**config.mk**
```make
export PLATFORM = sky130hd
export DESIGN_NAME = atom_core
export DESIGN_NICKNAME = d
export VERILOG_FILES = /design/src/hdl/atom_isa_pkg.sv /design/src/hdl/atom_pipe_pkg.sv /design/src/hdl/atom_fetch.sv /design/src/hdl/atom_decode.sv /design/src/hdl/atom_regfile.sv /design/src/hdl/atom_alu.sv /design/src/hdl/atom_branch_cmp.sv /design/src/hdl/atom_mem_wb.sv /design/src/hdl/atom_core.sv
export VERILOG_INCLUDE_DIRS = /design/src /design/src/include
export SDC_FILE = /design/constraint.sdc
export NUM_CORES = 2
export LEC_CHECK = 0
export ABC_AREA = 0
export ABC_CLOCK_PERIOD_IN_PS = 9280
export BUFFER_PORTS_ARGS = -buffer_cell sky130_fd_sc_hd__buf_4
export CORE_ASPECT_RATIO = 2
export CORE_UTILIZATION = 46
export CTS_BUF_LIST = sky130_fd_sc_hd__clkbuf_4 sky130_fd_sc_hd__clkbuf_8 sky130_fd_sc_hd__clkbuf_16
export CTS_CLUSTER_SIZE = 14
export DETAILED_ROUTE_END_ITERATION = 12
export GPL_TIMING_DRIVEN = 0
export HOLD_SLACK_MARGIN = 0.02
export PLACE_DENSITY = 0.59
export SETUP_SLACK_MARGIN = 0.2
export SYNTH_ARGS = -nofsm -noshare
export SYNTH_HDL_FRONTEND = slang
export SYNTH_SLANG_ARGS = --single-unit
```
**constraint.sdc**
```tcl
create_clock -name clk_i -period 9.28 [get_ports clk_i]
set_clock_uncertainty 0.1 [all_clocks]
set_input_delay 1.392 -clock clk_i [delete_from_list [all_inputs] [get_ports clk_i]]
set_output_delay 1.392 -clock clk_i [all_outputs]
set_load 0.01 [all_outputs]
```
**src/include/atom_params.svh**
```systemverilog
/*
 * Atom core build parameters
 * Widths, register count, reset vector and the pipeline bubble
 */
`ifndef ATOM_PARAMS_SVH
`define ATOM_PARAMS_SVH

// Datapath
`define ATOM_XLEN       32              // Data and address width
`define ATOM_NREGS      32              // x0..x31
`define ATOM_REG_IDX_W  5               // Register select width

// Fetch
`define ATOM_RESET_PC   32'h0000_0000   // First fetch address
`define ATOM_NOP        32'h0000_0013   // addi x0, x0, 0

`endif

```
**src/hdl/atom_isa_pkg.sv**
```systemverilog
/*
 * RV32I encoding types
 * Major opcodes, ALU operations, comparison kinds and access widths
 */
package atom_isa_pkg;

    // Major opcodes, instr[6:0]
    typedef enum logic [6:0] {
        OPC_LUI    = 7'b0110111,
        OPC_AUIPC  = 7'b0010111,
        OPC_JAL    = 7'b1101111,
        OPC_JALR   = 7'b1100111,
        OPC_BRANCH = 7'b1100011,
        OPC_LOAD   = 7'b0000011,
        OPC_STORE  = 7'b0100011,
        OPC_OP_IMM = 7'b0010011,
        OPC_OP     = 7'b0110011
    } opcode_e;

    typedef enum logic [3:0] {
        ALU_ADD, ALU_SUB, ALU_SLL, ALU_XOR,
        ALU_SRL, ALU_SRA, ALU_OR,  ALU_AND
    } alu_op_e;

    // Comparator functions
    typedef enum logic [2:0] {
        CMP_ALWAYS,                     // Unconditional jumps
        CMP_EQ, CMP_NE,
        CMP_LT, CMP_GE,                 // Signed
        CMP_LTU, CMP_GEU,               // Unsigned
        CMP_NEVER
    } cmp_op_e;

    // Matches funct3[1:0] of loads and stores
    typedef enum logic [1:0] {
        MEM_BYTE, MEM_HALF, MEM_WORD
    } mem_width_e;

endpackage

```
**src/hdl/atom_pipe_pkg.sv**
```systemverilog
/*
 * Pipeline types
 * Decoded control bundle, data-memory request, write-back source
 */
`include "atom_params.svh"

package atom_pipe_pkg;

    typedef enum logic [2:0] {
        WB_IMM, WB_LINK, WB_ALU, WB_CMP, WB_LOAD
    } wb_src_e;

    // Stage 2 control, one per decoded instruction
    typedef struct packed {
        logic                     jump_en;
        atom_isa_pkg::cmp_op_e    cmp_op;
        logic                     rf_we;
        wb_src_e                  wb_src;
        logic                     a_sel_pc;       // ALU A is PC
        logic                     b_sel_imm;      // ALU B is imm
        logic                     cmp_b_sel_imm;  // Comparator B is imm
        atom_isa_pkg::alu_op_e    alu_op;
        logic                     mem_en;
        logic                     mem_we;
        atom_isa_pkg::mem_width_e mem_width;
        logic                     mem_unsigned;
    } ctrl_t;

    typedef struct packed {
        logic [`ATOM_XLEN-1:0]   addr;     // Word aligned
        logic [`ATOM_XLEN-1:0]   wdata;
        logic [`ATOM_XLEN/8-1:0] sel;      // Byte lanes
        logic                    we;
    } dmem_req_t;

endpackage

```
**src/hdl/atom_fetch.sv**
```systemverilog
/*
 * Fetch stage of the atom core
 * PC, instruction register and the stall/flush/stale-fetch control
 */
`include "atom_params.svh"

module atom_fetch (
    input  logic                  clk_i,
    input  logic                  rst_i,
    input  logic [`ATOM_XLEN-1:0] imem_data_i,
    input  logic                  imem_ack_i,
    input  logic                  jump_en_i,
    input  logic                  cmp_true_i,
    input  logic [`ATOM_XLEN-1:0] jump_target_i,
    input  logic                  dmem_valid_i,
    input  logic                  dmem_ack_i,
    output logic [`ATOM_XLEN-1:0] imem_addr_o,
    output logic                  imem_valid_o,
    output logic [`ATOM_XLEN-1:0] instr_o,
    output logic [`ATOM_XLEN-1:0] pc_old_o,
    output logic [`ATOM_XLEN-1:0] link_addr_o,
    output logic                  stall_ex_o
);
    logic [`ATOM_XLEN-1:0] pc_q;
    logic [`ATOM_XLEN-1:0] pc_plus4;
    logic                  ignore_q;    // Fetch in flight across a jump is stale
    logic                  jump;
    logic                  raw_imem_hs;
    logic                  imem_hs;
    logic                  stall_if;
    logic                  flush;

    ////////////////////////////////////////
    // Pipeline control
    assign jump        = jump_en_i & cmp_true_i;
    assign raw_imem_hs = imem_valid_o & imem_ack_i;
    assign imem_hs     = raw_imem_hs & ~ignore_q;
    assign stall_ex_o  = dmem_valid_i & ~dmem_ack_i;  // Data request not yet acked
    assign stall_if    = ~imem_hs | stall_ex_o;
    assign flush       = jump | (stall_if & ~stall_ex_o); // Jump or fetch bubble

    assign pc_plus4    = pc_q + `ATOM_XLEN'd4;
    assign imem_addr_o = pc_q;

    always_ff @(posedge clk_i) begin
        if (rst_i) begin
            imem_valid_o <= 1'b0;
            ignore_q     <= 1'b0;
        end else begin
            imem_valid_o <= 1'b1;           // Fetch runs from the first cycle after reset
            if (jump)
                ignore_q <= 1'b1;
            else if (raw_imem_hs)
                ignore_q <= 1'b0;           // Stale word has arrived
        end
    end

    ////////////////////////////////////////
    // Program counter and stage registers
    always_ff @(posedge clk_i) begin
        if (rst_i) begin
            pc_q    <= `ATOM_RESET_PC;
            instr_o <= `ATOM_NOP;
        end else begin
            if (jump)
                pc_q <= {jump_target_i[`ATOM_XLEN-1:1], 1'b0};  // Even aligned target
            else if (!stall_if)
                pc_q <= pc_plus4;
            if (flush)
                instr_o <= `ATOM_NOP;
            else if (!stall_if)
                instr_o <= imem_data_i;
        end
    end

    always_ff @(posedge clk_i) begin
        if (!stall_if) begin
            pc_old_o    <= pc_q;            // PC of the instruction entering stage 2
            link_addr_o <= pc_plus4;
        end
    end

endmodule

```
**src/hdl/atom_decode.sv**
```systemverilog
/*
 * Instruction decoder
 * Register selects, immediate and the stage 2 control bundle
 */
`include "atom_params.svh"

module atom_decode (
    input  logic [`ATOM_XLEN-1:0]      instr_i,
    output logic [`ATOM_REG_IDX_W-1:0] rd_sel_o,
    output logic [`ATOM_REG_IDX_W-1:0] rs1_sel_o,
    output logic [`ATOM_REG_IDX_W-1:0] rs2_sel_o,
    output logic [`ATOM_XLEN-1:0]      imm_o,
    output atom_pipe_pkg::ctrl_t       ctrl_o
);
    atom_isa_pkg::opcode_e opcode;
    logic [2:0]            funct3;
    logic                  alt;         // instr[30], SUB and SRA
    logic [`ATOM_XLEN-1:0] imm_i;
    logic [`ATOM_XLEN-1:0] imm_s;
    logic [`ATOM_XLEN-1:0] imm_b;
    logic [`ATOM_XLEN-1:0] imm_u;
    logic [`ATOM_XLEN-1:0] imm_j;

    assign opcode    = atom_isa_pkg::opcode_e'(instr_i[6:0]);
    assign funct3    = instr_i[14:12];
    assign alt       = instr_i[30];
    assign rd_sel_o  = instr_i[11:7];
    assign rs1_sel_o = instr_i[19:15];
    assign rs2_sel_o = instr_i[24:20];

    // Sign-extended immediates
    assign imm_i = {{20{instr_i[31]}}, instr_i[31:20]};
    assign imm_s = {{20{instr_i[31]}}, instr_i[31:25], instr_i[11:7]};
    assign imm_b = {{19{instr_i[31]}}, instr_i[31], instr_i[7], instr_i[30:25],
                    instr_i[11:8], 1'b0};
    assign imm_u = {instr_i[31:12], 12'd0};
    assign imm_j = {{11{instr_i[31]}}, instr_i[31], instr_i[19:12], instr_i[20],
                    instr_i[30:21], 1'b0};

    always_comb begin
        ctrl_o        = '0;                         // All inactive by default
        ctrl_o.cmp_op = atom_isa_pkg::CMP_NEVER;
        imm_o         = imm_i;
        case (opcode)
            atom_isa_pkg::OPC_LUI: begin
                ctrl_o.rf_we  = 1'b1;
                ctrl_o.wb_src = atom_pipe_pkg::WB_IMM;
                imm_o         = imm_u;
            end
            atom_isa_pkg::OPC_AUIPC: begin
                ctrl_o.rf_we     = 1'b1;
                ctrl_o.wb_src    = atom_pipe_pkg::WB_ALU;
                ctrl_o.a_sel_pc  = 1'b1;
                ctrl_o.b_sel_imm = 1'b1;
                imm_o            = imm_u;
            end
            atom_isa_pkg::OPC_JAL, atom_isa_pkg::OPC_JALR: begin
                ctrl_o.jump_en   = 1'b1;
                ctrl_o.cmp_op    = atom_isa_pkg::CMP_ALWAYS;
                ctrl_o.rf_we     = 1'b1;
                ctrl_o.wb_src    = atom_pipe_pkg::WB_LINK;
                ctrl_o.a_sel_pc  = (opcode == atom_isa_pkg::OPC_JAL); // JALR adds to rs1
                ctrl_o.b_sel_imm = 1'b1;
                imm_o            = (opcode == atom_isa_pkg::OPC_JAL) ? imm_j : imm_i;
            end
            atom_isa_pkg::OPC_BRANCH: begin
                ctrl_o.jump_en   = 1'b1;
                ctrl_o.a_sel_pc  = 1'b1;            // Target is PC + imm
                ctrl_o.b_sel_imm = 1'b1;
                imm_o            = imm_b;
                case (funct3)
                    3'b000:  ctrl_o.cmp_op = atom_isa_pkg::CMP_EQ;
                    3'b001:  ctrl_o.cmp_op = atom_isa_pkg::CMP_NE;
                    3'b100:  ctrl_o.cmp_op = atom_isa_pkg::CMP_LT;
                    3'b101:  ctrl_o.cmp_op = atom_isa_pkg::CMP_GE;
                    3'b110:  ctrl_o.cmp_op = atom_isa_pkg::CMP_LTU;
                    3'b111:  ctrl_o.cmp_op = atom_isa_pkg::CMP_GEU;
                    default: ctrl_o.cmp_op = atom_isa_pkg::CMP_NEVER;
                endcase
            end
            atom_isa_pkg::OPC_LOAD, atom_isa_pkg::OPC_STORE: begin
                ctrl_o.rf_we        = (opcode == atom_isa_pkg::OPC_LOAD);
                ctrl_o.wb_src       = atom_pipe_pkg::WB_LOAD;
                ctrl_o.b_sel_imm    = 1'b1;         // Address is rs1 + imm
                ctrl_o.mem_en       = 1'b1;
                ctrl_o.mem_we       = (opcode == atom_isa_pkg::OPC_STORE);
                ctrl_o.mem_width    = atom_isa_pkg::mem_width_e'(funct3[1:0]);
                ctrl_o.mem_unsigned = funct3[2];
                imm_o = (opcode == atom_isa_pkg::OPC_STORE) ? imm_s : imm_i;
            end
            atom_isa_pkg::OPC_OP_IMM, atom_isa_pkg::OPC_OP: begin
                ctrl_o.rf_we         = 1'b1;
                ctrl_o.wb_src        = atom_pipe_pkg::WB_ALU;
                ctrl_o.b_sel_imm     = (opcode == atom_isa_pkg::OPC_OP_IMM);
                ctrl_o.cmp_b_sel_imm = (opcode == atom_isa_pkg::OPC_OP_IMM);
                case (funct3)
                    3'b000: begin                   // No SUBI, imm bit 30 is data
                        if (alt && opcode == atom_isa_pkg::OPC_OP)
                            ctrl_o.alu_op = atom_isa_pkg::ALU_SUB;
                        else
                            ctrl_o.alu_op = atom_isa_pkg::ALU_ADD;
                    end
                    3'b001: ctrl_o.alu_op = atom_isa_pkg::ALU_SLL;
                    3'b010, 3'b011: begin           // SLT/SLTU via comparator
                        ctrl_o.wb_src = atom_pipe_pkg::WB_CMP;
                        ctrl_o.cmp_op = funct3[0] ? atom_isa_pkg::CMP_LTU
                                                  : atom_isa_pkg::CMP_LT;
                    end
                    3'b100: ctrl_o.alu_op = atom_isa_pkg::ALU_XOR;
                    3'b101: ctrl_o.alu_op = alt ? atom_isa_pkg::ALU_SRA
                                                : atom_isa_pkg::ALU_SRL;
                    3'b110: ctrl_o.alu_op = atom_isa_pkg::ALU_OR;
                    default: ctrl_o.alu_op = atom_isa_pkg::ALU_AND;
                endcase
            end
            default: ;                              // FENCE, SYSTEM, unknown: no-op
        endcase
    end

endmodule

```
**src/hdl/atom_regfile.sv**
```systemverilog
/*
 * Integer register file
 * Two asynchronous read ports, one write port, x0 reads as zero
 */
`include "atom_params.svh"

module atom_regfile (
    input  logic                       clk_i,
    input  logic                       rst_i,
    input  logic [`ATOM_REG_IDX_W-1:0] rs1_sel_i,
    input  logic [`ATOM_REG_IDX_W-1:0] rs2_sel_i,
    input  logic [`ATOM_REG_IDX_W-1:0] rd_sel_i,
    input  logic                       we_i,
    input  logic [`ATOM_XLEN-1:0]      rd_data_i,
    output logic [`ATOM_XLEN-1:0]      rs1_o,
    output logic [`ATOM_XLEN-1:0]      rs2_o
);
    logic [`ATOM_XLEN-1:0] regs_q [`ATOM_NREGS];

    always_ff @(posedge clk_i) begin
        if (rst_i) begin
            for (int i = 0; i < `ATOM_NREGS; i++)
                regs_q[i] <= '0;
        end else if (we_i) begin
            regs_q[rd_sel_i] <= rd_data_i;
        end
    end

    // x0 hardwired, whatever was written
    assign rs1_o = (rs1_sel_i == '0) ? '0 : regs_q[rs1_sel_i];
    assign rs2_o = (rs2_sel_i == '0) ? '0 : regs_q[rs2_sel_i];

endmodule

```
**src/hdl/atom_alu.sv**
```systemverilog
/*
 * Integer ALU
 * Operand selection plus add, subtract, logic and shifts
 */
`include "atom_params.svh"

module atom_alu (
    input  atom_pipe_pkg::ctrl_t  ctrl_i,
    input  logic [`ATOM_XLEN-1:0] rs1_i,
    input  logic [`ATOM_XLEN-1:0] rs2_i,
    input  logic [`ATOM_XLEN-1:0] imm_i,
    input  logic [`ATOM_XLEN-1:0] pc_i,
    output logic [`ATOM_XLEN-1:0] result_o
);
    logic [`ATOM_XLEN-1:0] op_a;
    logic [`ATOM_XLEN-1:0] op_b;

    assign op_a = ctrl_i.a_sel_pc  ? pc_i  : rs1_i;   // AUIPC, JAL, branches
    assign op_b = ctrl_i.b_sel_imm ? imm_i : rs2_i;

    always_comb begin
        case (ctrl_i.alu_op)
            atom_isa_pkg::ALU_ADD: result_o = op_a + op_b;
            atom_isa_pkg::ALU_SUB: result_o = op_a - op_b;
            atom_isa_pkg::ALU_SLL: result_o = op_a << op_b[4:0];
            atom_isa_pkg::ALU_XOR: result_o = op_a ^ op_b;
            atom_isa_pkg::ALU_SRL: result_o = op_a >> op_b[4:0];
            atom_isa_pkg::ALU_SRA: result_o = $signed(op_a) >>> op_b[4:0];
            atom_isa_pkg::ALU_OR:  result_o = op_a | op_b;
            default:               result_o = op_a & op_b;
        endcase
    end

endmodule

```
**src/hdl/atom_branch_cmp.sv**
```systemverilog
/*
 * Branch comparator
 * Signed and unsigned compare for branches and SLT/SLTU
 */
`include "atom_params.svh"

module atom_branch_cmp (
    input  atom_pipe_pkg::ctrl_t  ctrl_i,
    input  logic [`ATOM_XLEN-1:0] rs1_i,
    input  logic [`ATOM_XLEN-1:0] rs2_i,
    input  logic [`ATOM_XLEN-1:0] imm_i,
    output logic                  cmp_true_o
);
    logic [`ATOM_XLEN-1:0] cmp_b;

    assign cmp_b = ctrl_i.cmp_b_sel_imm ? imm_i : rs2_i;   // SLTI/SLTIU

    always_comb begin
        case (ctrl_i.cmp_op)
            atom_isa_pkg::CMP_ALWAYS: cmp_true_o = 1'b1;
            atom_isa_pkg::CMP_EQ:     cmp_true_o = (rs1_i == cmp_b);
            atom_isa_pkg::CMP_NE:     cmp_true_o = (rs1_i != cmp_b);
            atom_isa_pkg::CMP_LT:     cmp_true_o = ($signed(rs1_i) < $signed(cmp_b));
            atom_isa_pkg::CMP_GE:     cmp_true_o = ($signed(rs1_i) >= $signed(cmp_b));
            atom_isa_pkg::CMP_LTU:    cmp_true_o = (rs1_i < cmp_b);
            atom_isa_pkg::CMP_GEU:    cmp_true_o = (rs1_i >= cmp_b);
            default:                  cmp_true_o = 1'b0;
        endcase
    end

endmodule

```
**src/hdl/atom_mem_wb.sv**
```systemverilog
/*
 * Memory access and write-back
 * Store lane alignment, load extraction and register write data
 */
`include "atom_params.svh"

module atom_mem_wb (
    input  atom_pipe_pkg::ctrl_t     ctrl_i,
    input  logic [`ATOM_XLEN-1:0]    alu_result_i,
    input  logic [`ATOM_XLEN-1:0]    rs2_i,
    input  logic [`ATOM_XLEN-1:0]    imm_i,
    input  logic [`ATOM_XLEN-1:0]    link_addr_i,
    input  logic                     cmp_true_i,
    input  logic                     stall_ex_i,
    input  logic [`ATOM_XLEN-1:0]    dmem_data_i,
    output atom_pipe_pkg::dmem_req_t dmem_req_o,
    output logic                     dmem_valid_o,
    output logic                     rf_we_o,
    output logic [`ATOM_XLEN-1:0]    rf_data_o
);
    logic [1:0]            offs;        // Byte offset in the word
    logic [1:0]            ld_offs;
    logic [`ATOM_XLEN-1:0] lane;
    logic [`ATOM_XLEN-1:0] load_data;

    assign offs         = alu_result_i[1:0];
    assign dmem_valid_o = ctrl_i.mem_en;
    assign rf_we_o      = ctrl_i.rf_we & ~stall_ex_i;   // No write until the ack

    ////////////////////////////////////////
    // Store side
    always_comb begin
        dmem_req_o.addr  = {alu_result_i[`ATOM_XLEN-1:2], 2'b00};
        dmem_req_o.we    = ctrl_i.mem_we;
        dmem_req_o.sel   = 4'b1111;                      // Loads and word stores
        dmem_req_o.wdata = ctrl_i.mem_we ? rs2_i : '0;
        if (ctrl_i.mem_we) begin
            case (ctrl_i.mem_width)
                atom_isa_pkg::MEM_BYTE: begin
                    dmem_req_o.sel   = 4'b0001 << offs;
                    dmem_req_o.wdata = {24'd0, rs2_i[7:0]} << {offs, 3'b000};
                end
                atom_isa_pkg::MEM_HALF: begin
                    dmem_req_o.sel   = 4'b0011 << {offs[1], 1'b0};
                    dmem_req_o.wdata = {16'd0, rs2_i[15:0]} << {offs[1], 4'b0000};
                end
                default: ;
            endcase
        end
    end

    ////////////////////////////////////////
    // Load side
    assign ld_offs = (ctrl_i.mem_width == atom_isa_pkg::MEM_HALF) ? {offs[1], 1'b0} : offs;
    assign lane    = dmem_data_i >> {ld_offs, 3'b000};   // Wanted bytes to bit 0

    always_comb begin
        case (ctrl_i.mem_width)
            atom_isa_pkg::MEM_BYTE:
                load_data = {{24{~ctrl_i.mem_unsigned & lane[7]}}, lane[7:0]};
            atom_isa_pkg::MEM_HALF:
                load_data = {{16{~ctrl_i.mem_unsigned & lane[15]}}, lane[15:0]};
            default:
                load_data = dmem_data_i;
        endcase
    end

    always_comb begin
        case (ctrl_i.wb_src)
            atom_pipe_pkg::WB_IMM:  rf_data_o = imm_i;       // LUI
            atom_pipe_pkg::WB_LINK: rf_data_o = link_addr_i;
            atom_pipe_pkg::WB_ALU:  rf_data_o = alu_result_i;
            atom_pipe_pkg::WB_CMP:  rf_data_o = {{(`ATOM_XLEN-1){1'b0}}, cmp_true_i};
            atom_pipe_pkg::WB_LOAD: rf_data_o = load_data;
            default:                rf_data_o = '0;
        endcase
    end

endmodule

```
**src/hdl/atom_core.sv**
```systemverilog
/*
 * Atom two-stage RV32I core
 * Fetch in stage 1, decode/execute/memory/write-back in stage 2
 */
`include "atom_params.svh"

module atom_core (
    input  logic                     clk_i,
    input  logic                     rst_i,
    output logic [`ATOM_XLEN-1:0]    imem_addr_o,
    output logic                     imem_valid_o,
    input  logic [`ATOM_XLEN-1:0]    imem_data_i,
    input  logic                     imem_ack_i,
    output atom_pipe_pkg::dmem_req_t dmem_req_o,
    output logic                     dmem_valid_o,
    input  logic [`ATOM_XLEN-1:0]    dmem_data_i,
    input  logic                     dmem_ack_i
);
    logic [`ATOM_XLEN-1:0]      instr;
    logic [`ATOM_XLEN-1:0]      pc_old;
    logic [`ATOM_XLEN-1:0]      link_addr;
    logic                       stall_ex;
    logic [`ATOM_REG_IDX_W-1:0] rd_sel;
    logic [`ATOM_REG_IDX_W-1:0] rs1_sel;
    logic [`ATOM_REG_IDX_W-1:0] rs2_sel;
    logic [`ATOM_XLEN-1:0]      imm;
    atom_pipe_pkg::ctrl_t       ctrl;
    logic [`ATOM_XLEN-1:0]      rs1;
    logic [`ATOM_XLEN-1:0]      rs2;
    logic [`ATOM_XLEN-1:0]      alu_result;    // Also jump target and memory address
    logic                       cmp_true;
    logic                       rf_we;
    logic [`ATOM_XLEN-1:0]      rf_data;

    // Stage 1
    atom_fetch u_fetch (
        .clk_i(clk_i), .rst_i(rst_i),
        .imem_data_i(imem_data_i), .imem_ack_i(imem_ack_i),
        .jump_en_i(ctrl.jump_en), .cmp_true_i(cmp_true), .jump_target_i(alu_result),
        .dmem_valid_i(dmem_valid_o), .dmem_ack_i(dmem_ack_i),
        .imem_addr_o(imem_addr_o), .imem_valid_o(imem_valid_o),
        .instr_o(instr), .pc_old_o(pc_old), .link_addr_o(link_addr),
        .stall_ex_o(stall_ex)
    );

    // Stage 2
    atom_decode u_decode (
        .instr_i(instr), .rd_sel_o(rd_sel), .rs1_sel_o(rs1_sel), .rs2_sel_o(rs2_sel),
        .imm_o(imm), .ctrl_o(ctrl)
    );

    atom_regfile u_regfile (
        .clk_i(clk_i), .rst_i(rst_i),
        .rs1_sel_i(rs1_sel), .rs2_sel_i(rs2_sel), .rd_sel_i(rd_sel),
        .we_i(rf_we), .rd_data_i(rf_data), .rs1_o(rs1), .rs2_o(rs2)
    );

    atom_alu u_alu (
        .ctrl_i(ctrl), .rs1_i(rs1), .rs2_i(rs2), .imm_i(imm), .pc_i(pc_old),
        .result_o(alu_result)
    );

    atom_branch_cmp u_branch_cmp (
        .ctrl_i(ctrl), .rs1_i(rs1), .rs2_i(rs2), .imm_i(imm), .cmp_true_o(cmp_true)
    );

    atom_mem_wb u_mem_wb (
        .ctrl_i(ctrl), .alu_result_i(alu_result), .rs2_i(rs2), .imm_i(imm),
        .link_addr_i(link_addr), .cmp_true_i(cmp_true), .stall_ex_i(stall_ex),
        .dmem_data_i(dmem_data_i), .dmem_req_o(dmem_req_o), .dmem_valid_o(dmem_valid_o),
        .rf_we_o(rf_we), .rf_data_o(rf_data)
    );

endmodule

```
==> results.cfg, run 1 <==
[synth]
synth_ff_type = edfxtp_1
ys_warn_count = 0
syn_area_sq_mm = 0.0712
syn_inst = 6425
synth_top_area_share_pct = 45.7
yosysTopAreaCell = edfxtp_1
synth_seq_area_share_pct = 47.8
synth-async-reset-ratio_pct = 0
ys_ff_latch = 1160
synth.most_common_cell = nor2_1
synth_common_cells = 1,306 x nor2_1, 1,085 x edfxtp_1, 640 x mux2i_1, 372 x nand2_1, 352 x a21oi_1
synth.avg_cell_area_sq_um = 11.1
synthDistinctLibCells = 109
synth_edf_count = 1085
synth_area_leaders = edfxtp_1 46%, mux4_2 9.6%, mux2i_1 9.0%, nor2_1 6.9%, a22oi_1 3.0%

[place]
port_buffers = 166
gp_congestion = 1.18
placed_area_sq_mm = 0.0763
post-dp-hpwl_microns = 371000

[status]
stop_error = [ERROR GRT-0116] Global routing finished with congestion. Check the congestion regions in the DRC Viewer.
status = did not finish
failing_step = 5_1_grt

[grt]
grt_pass1_wl_microns = 872000
overflow = 2671
grt_pass1_vias = 84685
track_usage_pct = 77.9
grt_max_degree = 51

[cts]
hold_buffers = 0
cts-buffers-inserted = 100
cts-root-buf = clkbuf_16
htree_num_levels = 3
cts_buffer_depth = 3
cts.sinks = 1160

[die]
die_x_microns = 280
rows = 203
die_h_microns = 559
boundaryPins = 171
start_util_pct = 46.4
per-stage QoR:
step | setup WS (ps) | hold WS (ps) | std cells | util, %
floorplan | 1650 | 331 | 6427 | -
global placement | -4530 | 361 | 8643 | 48.9
detailed placement | -3490 | 359 | 8707 | 49.7
CTS | 33.8 | 368 | 8969 | 53.9
metal layers:
metal | global-route usage [%] | GRT overflow
met5 | 20.3 | 3
met4 | 84.2 | 907
met3 | 59.5 | 51
met2 | 96.9 | 1680
met1 | 75.8 | 30
cell families after synthesis:
kind of cell | count (synthesis) | synth area share [%]
flip-flops | 1160 | 47.8
other | 1 | 0.00526
multiplexers | 1001 | 19.6
AO/OA/AOI/OAI | 1219 | 11.6
buffers and inverters | 688 | 4.56
XOR/XNOR | 112 | 1.38
AND/OR/NAND/NOR | 2114 | 12.7
adder cells (fa/ha/maj) | 130 | 2.29
repair_timing:
item                        CTS
buffers inserted             99
setup endpoints to repair  1164
gates cloned                  3
pin swaps                    51
gates resized for setup     556
==> inputs of run 2 (changes only) <==
- CORE_ASPECT_RATIO: 2 -> unset
- CORE_UTILIZATION: 46 -> 31
- CTS_BUF_LIST: sky130_fd_sc_hd__clkbuf_4 sky130_fd_sc_hd__clkbuf_8 sky130_fd_sc_hd__clkbuf_16 -> unset
- CTS_CLUSTER_SIZE: 14 -> unset
- HOLD_SLACK_MARGIN: 0.02 -> unset
- PLACE_DENSITY: 0.59 -> unset
- PLACE_DENSITY_LB_ADDON: unset -> 0.15
- SETUP_SLACK_MARGIN: 0.2 -> unset
==> results.cfg, run 2 <==
[status]
status = finished with violations
violations = max-capacitance violations, max-slew violations, negative setup slack

[route]
firstDrtPassIters = 9
via_count = 64705
ant_nets = 0
routed_wl_microns = 444000
drtIter0Drc = 11204
detail_route.vias_per_cell = 6.43
wire_per_inst_microns = 44.2
drc = 0

[place]
post-dp-hpwl_microns = 327000
gp_congestion = 1.04
port_buffers = 166

[synth]
syn_area_sq_mm = 0.0712
synth-async-reset-ratio_pct = 0
synth_area_leaders = edfxtp_1 46%, mux4_2 9.6%, mux2i_1 9.0%, nor2_1 6.9%, a22oi_1 3.0%
synth_seq_area_share_pct = 47.8
synth_edf_count = 1085
ys_warn_count = 0
yosysTopAreaCell = edfxtp_1
synth_common_cells = 1,306 x nor2_1, 1,085 x edfxtp_1, 640 x mux2i_1, 372 x nand2_1, 352 x a21oi_1
synthDistinctLibCells = 109
synth.avg_cell_area_sq_um = 11.1
synth_ff_type = edfxtp_1
synth.most_common_cell = nor2_1
syn_inst = 6425
synth_top_area_share_pct = 45.7
ys_ff_latch = 1160

[worst_setup_path]
cp-start-kind = register
worstPathArrival_ps = 8090
cp-end-kind = output pin
required_ps = 7790
crit_type = reg -> out
crit_fanout = 10

[die]
die_h_microns = 481
die_x_microns = 481
boundaryPins = 171
core_area_sq_mm = 0.228
start_util_pct = 31.3
die_area_sq_mm = 0.232
rows = 175

[grt]
antenna_found_initial = 16
grt_pass1_wl_microns = 575000
overflow = 0
track_usage_pct = 37.4
grt_max_degree = 59
grt_pass1_vias = 60543

[layout]
largest_register_ffs = 1024
final_core_util_pct = 37.7
drive_above_1_share_pct = 22.6
nets = 7127
regMostFlops = u_regfile.regs_q
reg.largest.list = u_regfile.regs_q x1024, u_fetch.instr_o x32
syn_to_final_growth_pct = 20.5
layout_common_cells = 1,293 x nor2_1, 1,085 x edfxtp_1, 630 x mux2i_1, 378 x buf_4, 332 x nand2_1
final_common_cell = nor2_1

[timing]
maxSlewViolCount = 6
fmax_mhz = 104
finalHoldViolCount = 0
max_slew_margin_pct = -1.78
setup_viol = 43
setup_slack_ps = -300
rsz0062_at_grt = true
fin_crit_sh_pct = 103
tightest_slew_ps = 1530
min_period_ps = 9580
tns_ps = -3640

[cts]
worstSkewPairLatency_ps = 840
cts-root-buf = clkbuf_16
cts_tree = built
cts-buffers-inserted = 140
htree_num_levels = 4
cts_buffer_depth = 3
hold_buffers = 0
cts.sinks = 1160
clkTransAtPathRegs_ps = 60

[power_and_ir_drop]
powerDensity_mw_per_mm2 = 189
p_leak_nw = 29.9
vdd_drop_max_uv = 141

[hold_path]
hold_path.class = reg -> reg

[job]
drv_cap = 1
==> run 2: cell counts after synthesis <==
Identical to the previous run, type by type.
==> run 2: final timing paths <==
path | startpoint | end | slack, ps | cells past startpoint
setup / recovery | register | dmem_req_o[32] | -300 | 19
hold reg to reg | u_fetch.ignore_q | u_fetch.ignore_q | 370 | 2
setup reg to reg | register | u_regfile.regs_q[1][18] | -20 | 20
hold / removal | u_fetch.ignore_q | u_fetch.ignore_q | 370 | 2
==> run 2: layout make-up <==
class | count | area, sq um
multi-input combinational | 4579 | 35800
clock buffer | 173 | 3700
antenna | 14 | 35.0
sequential | 1160 | 34100
tap | 3009 | 3760
timing repair buffer | 368 | 3410
inverter | 102 | 405
buffer | 578 | 3880
fill | 22449 | 142000
clock inverter | 73 | 702
==> run 2: critical path, stage by stage (launching register included) <==
cell	delay (ps)
dfxtp_1	480
buf_4	350
clkbuf_4	370
buf_2	640
mux2i_1	170
a22oi_1	180
a21oi_1	150
nor4_2	810
a31o_2	470
buf_2	410
mux2i_1	210
o22ai_1	430
nor2_1	140
o311ai_1	460
o22ai_2	260
clkbuf_4	330
nor3_4	390
a221oi_1	160
nor3_2	530
buf_4	240
==> run 2: routing by layer <==
metal,GRT usage (%),routed length [microns],vias to the layer above
met4,26.2,37500,2
met2,53.6,182000,5426
met3,12.7,58700,1216
met1,46.9,166000,32953
li1,-,-,25108
met5,0,14,-
==> run 2: kinds of logic after synthesis <==
logic type | share of synthesized area (%)
compound gates | 11.6
xor+xnor | 1.38
fa+ha+maj | 2.29
buf+inv | 4.56
flops | 47.8
mux | 19.6
other cells | 0.00526
simple gates | 12.7
==> run 2: power by group <==
| part | internal, mW | switching [mW] | leakage [nW] |
|---|---|---|---|
| registers | 5.92 | 0.119 | 11.7 |
| logic | 1.34 | 3.29 | 16.0 |
| clock network | 3.10 | 2.45 | 2.15 |
==> run 2: repair_timing <==
item | CTS | global route
pin swaps | 50 | 49
hold endpoints to repair | 0 | 0
setup buffers | 96 | 54
endpoints found under the setup margin | 1138 | 110
cloned | 3 | 0
gates resized for setup | 503 | 154
==> run 2: per-stage QoR <==
| stage | cell area [sq um] | total power [mW] | setup slack, ps | std cells | hold slack [ps] |
|---|---|---|---|---|---|
| CTS | 84800 | 15.9 | -184 | 9988 | 367 |
| floorplan | 71200 | 8.03 | 1650 | 6427 | 331 |
| finish | 85800 | 16.2 | -300 | 10056 | 375 |
| detailed placement | 77300 | 10.2 | -3610 | 9649 | 357 |
| global placement | 76300 | 10.0 | -3990 | 9602 | 353 |
| global route | 85800 | 16.4 | -110 | 10044 | 395 |
No activity file was read; power rests on OpenSTA's default activity.
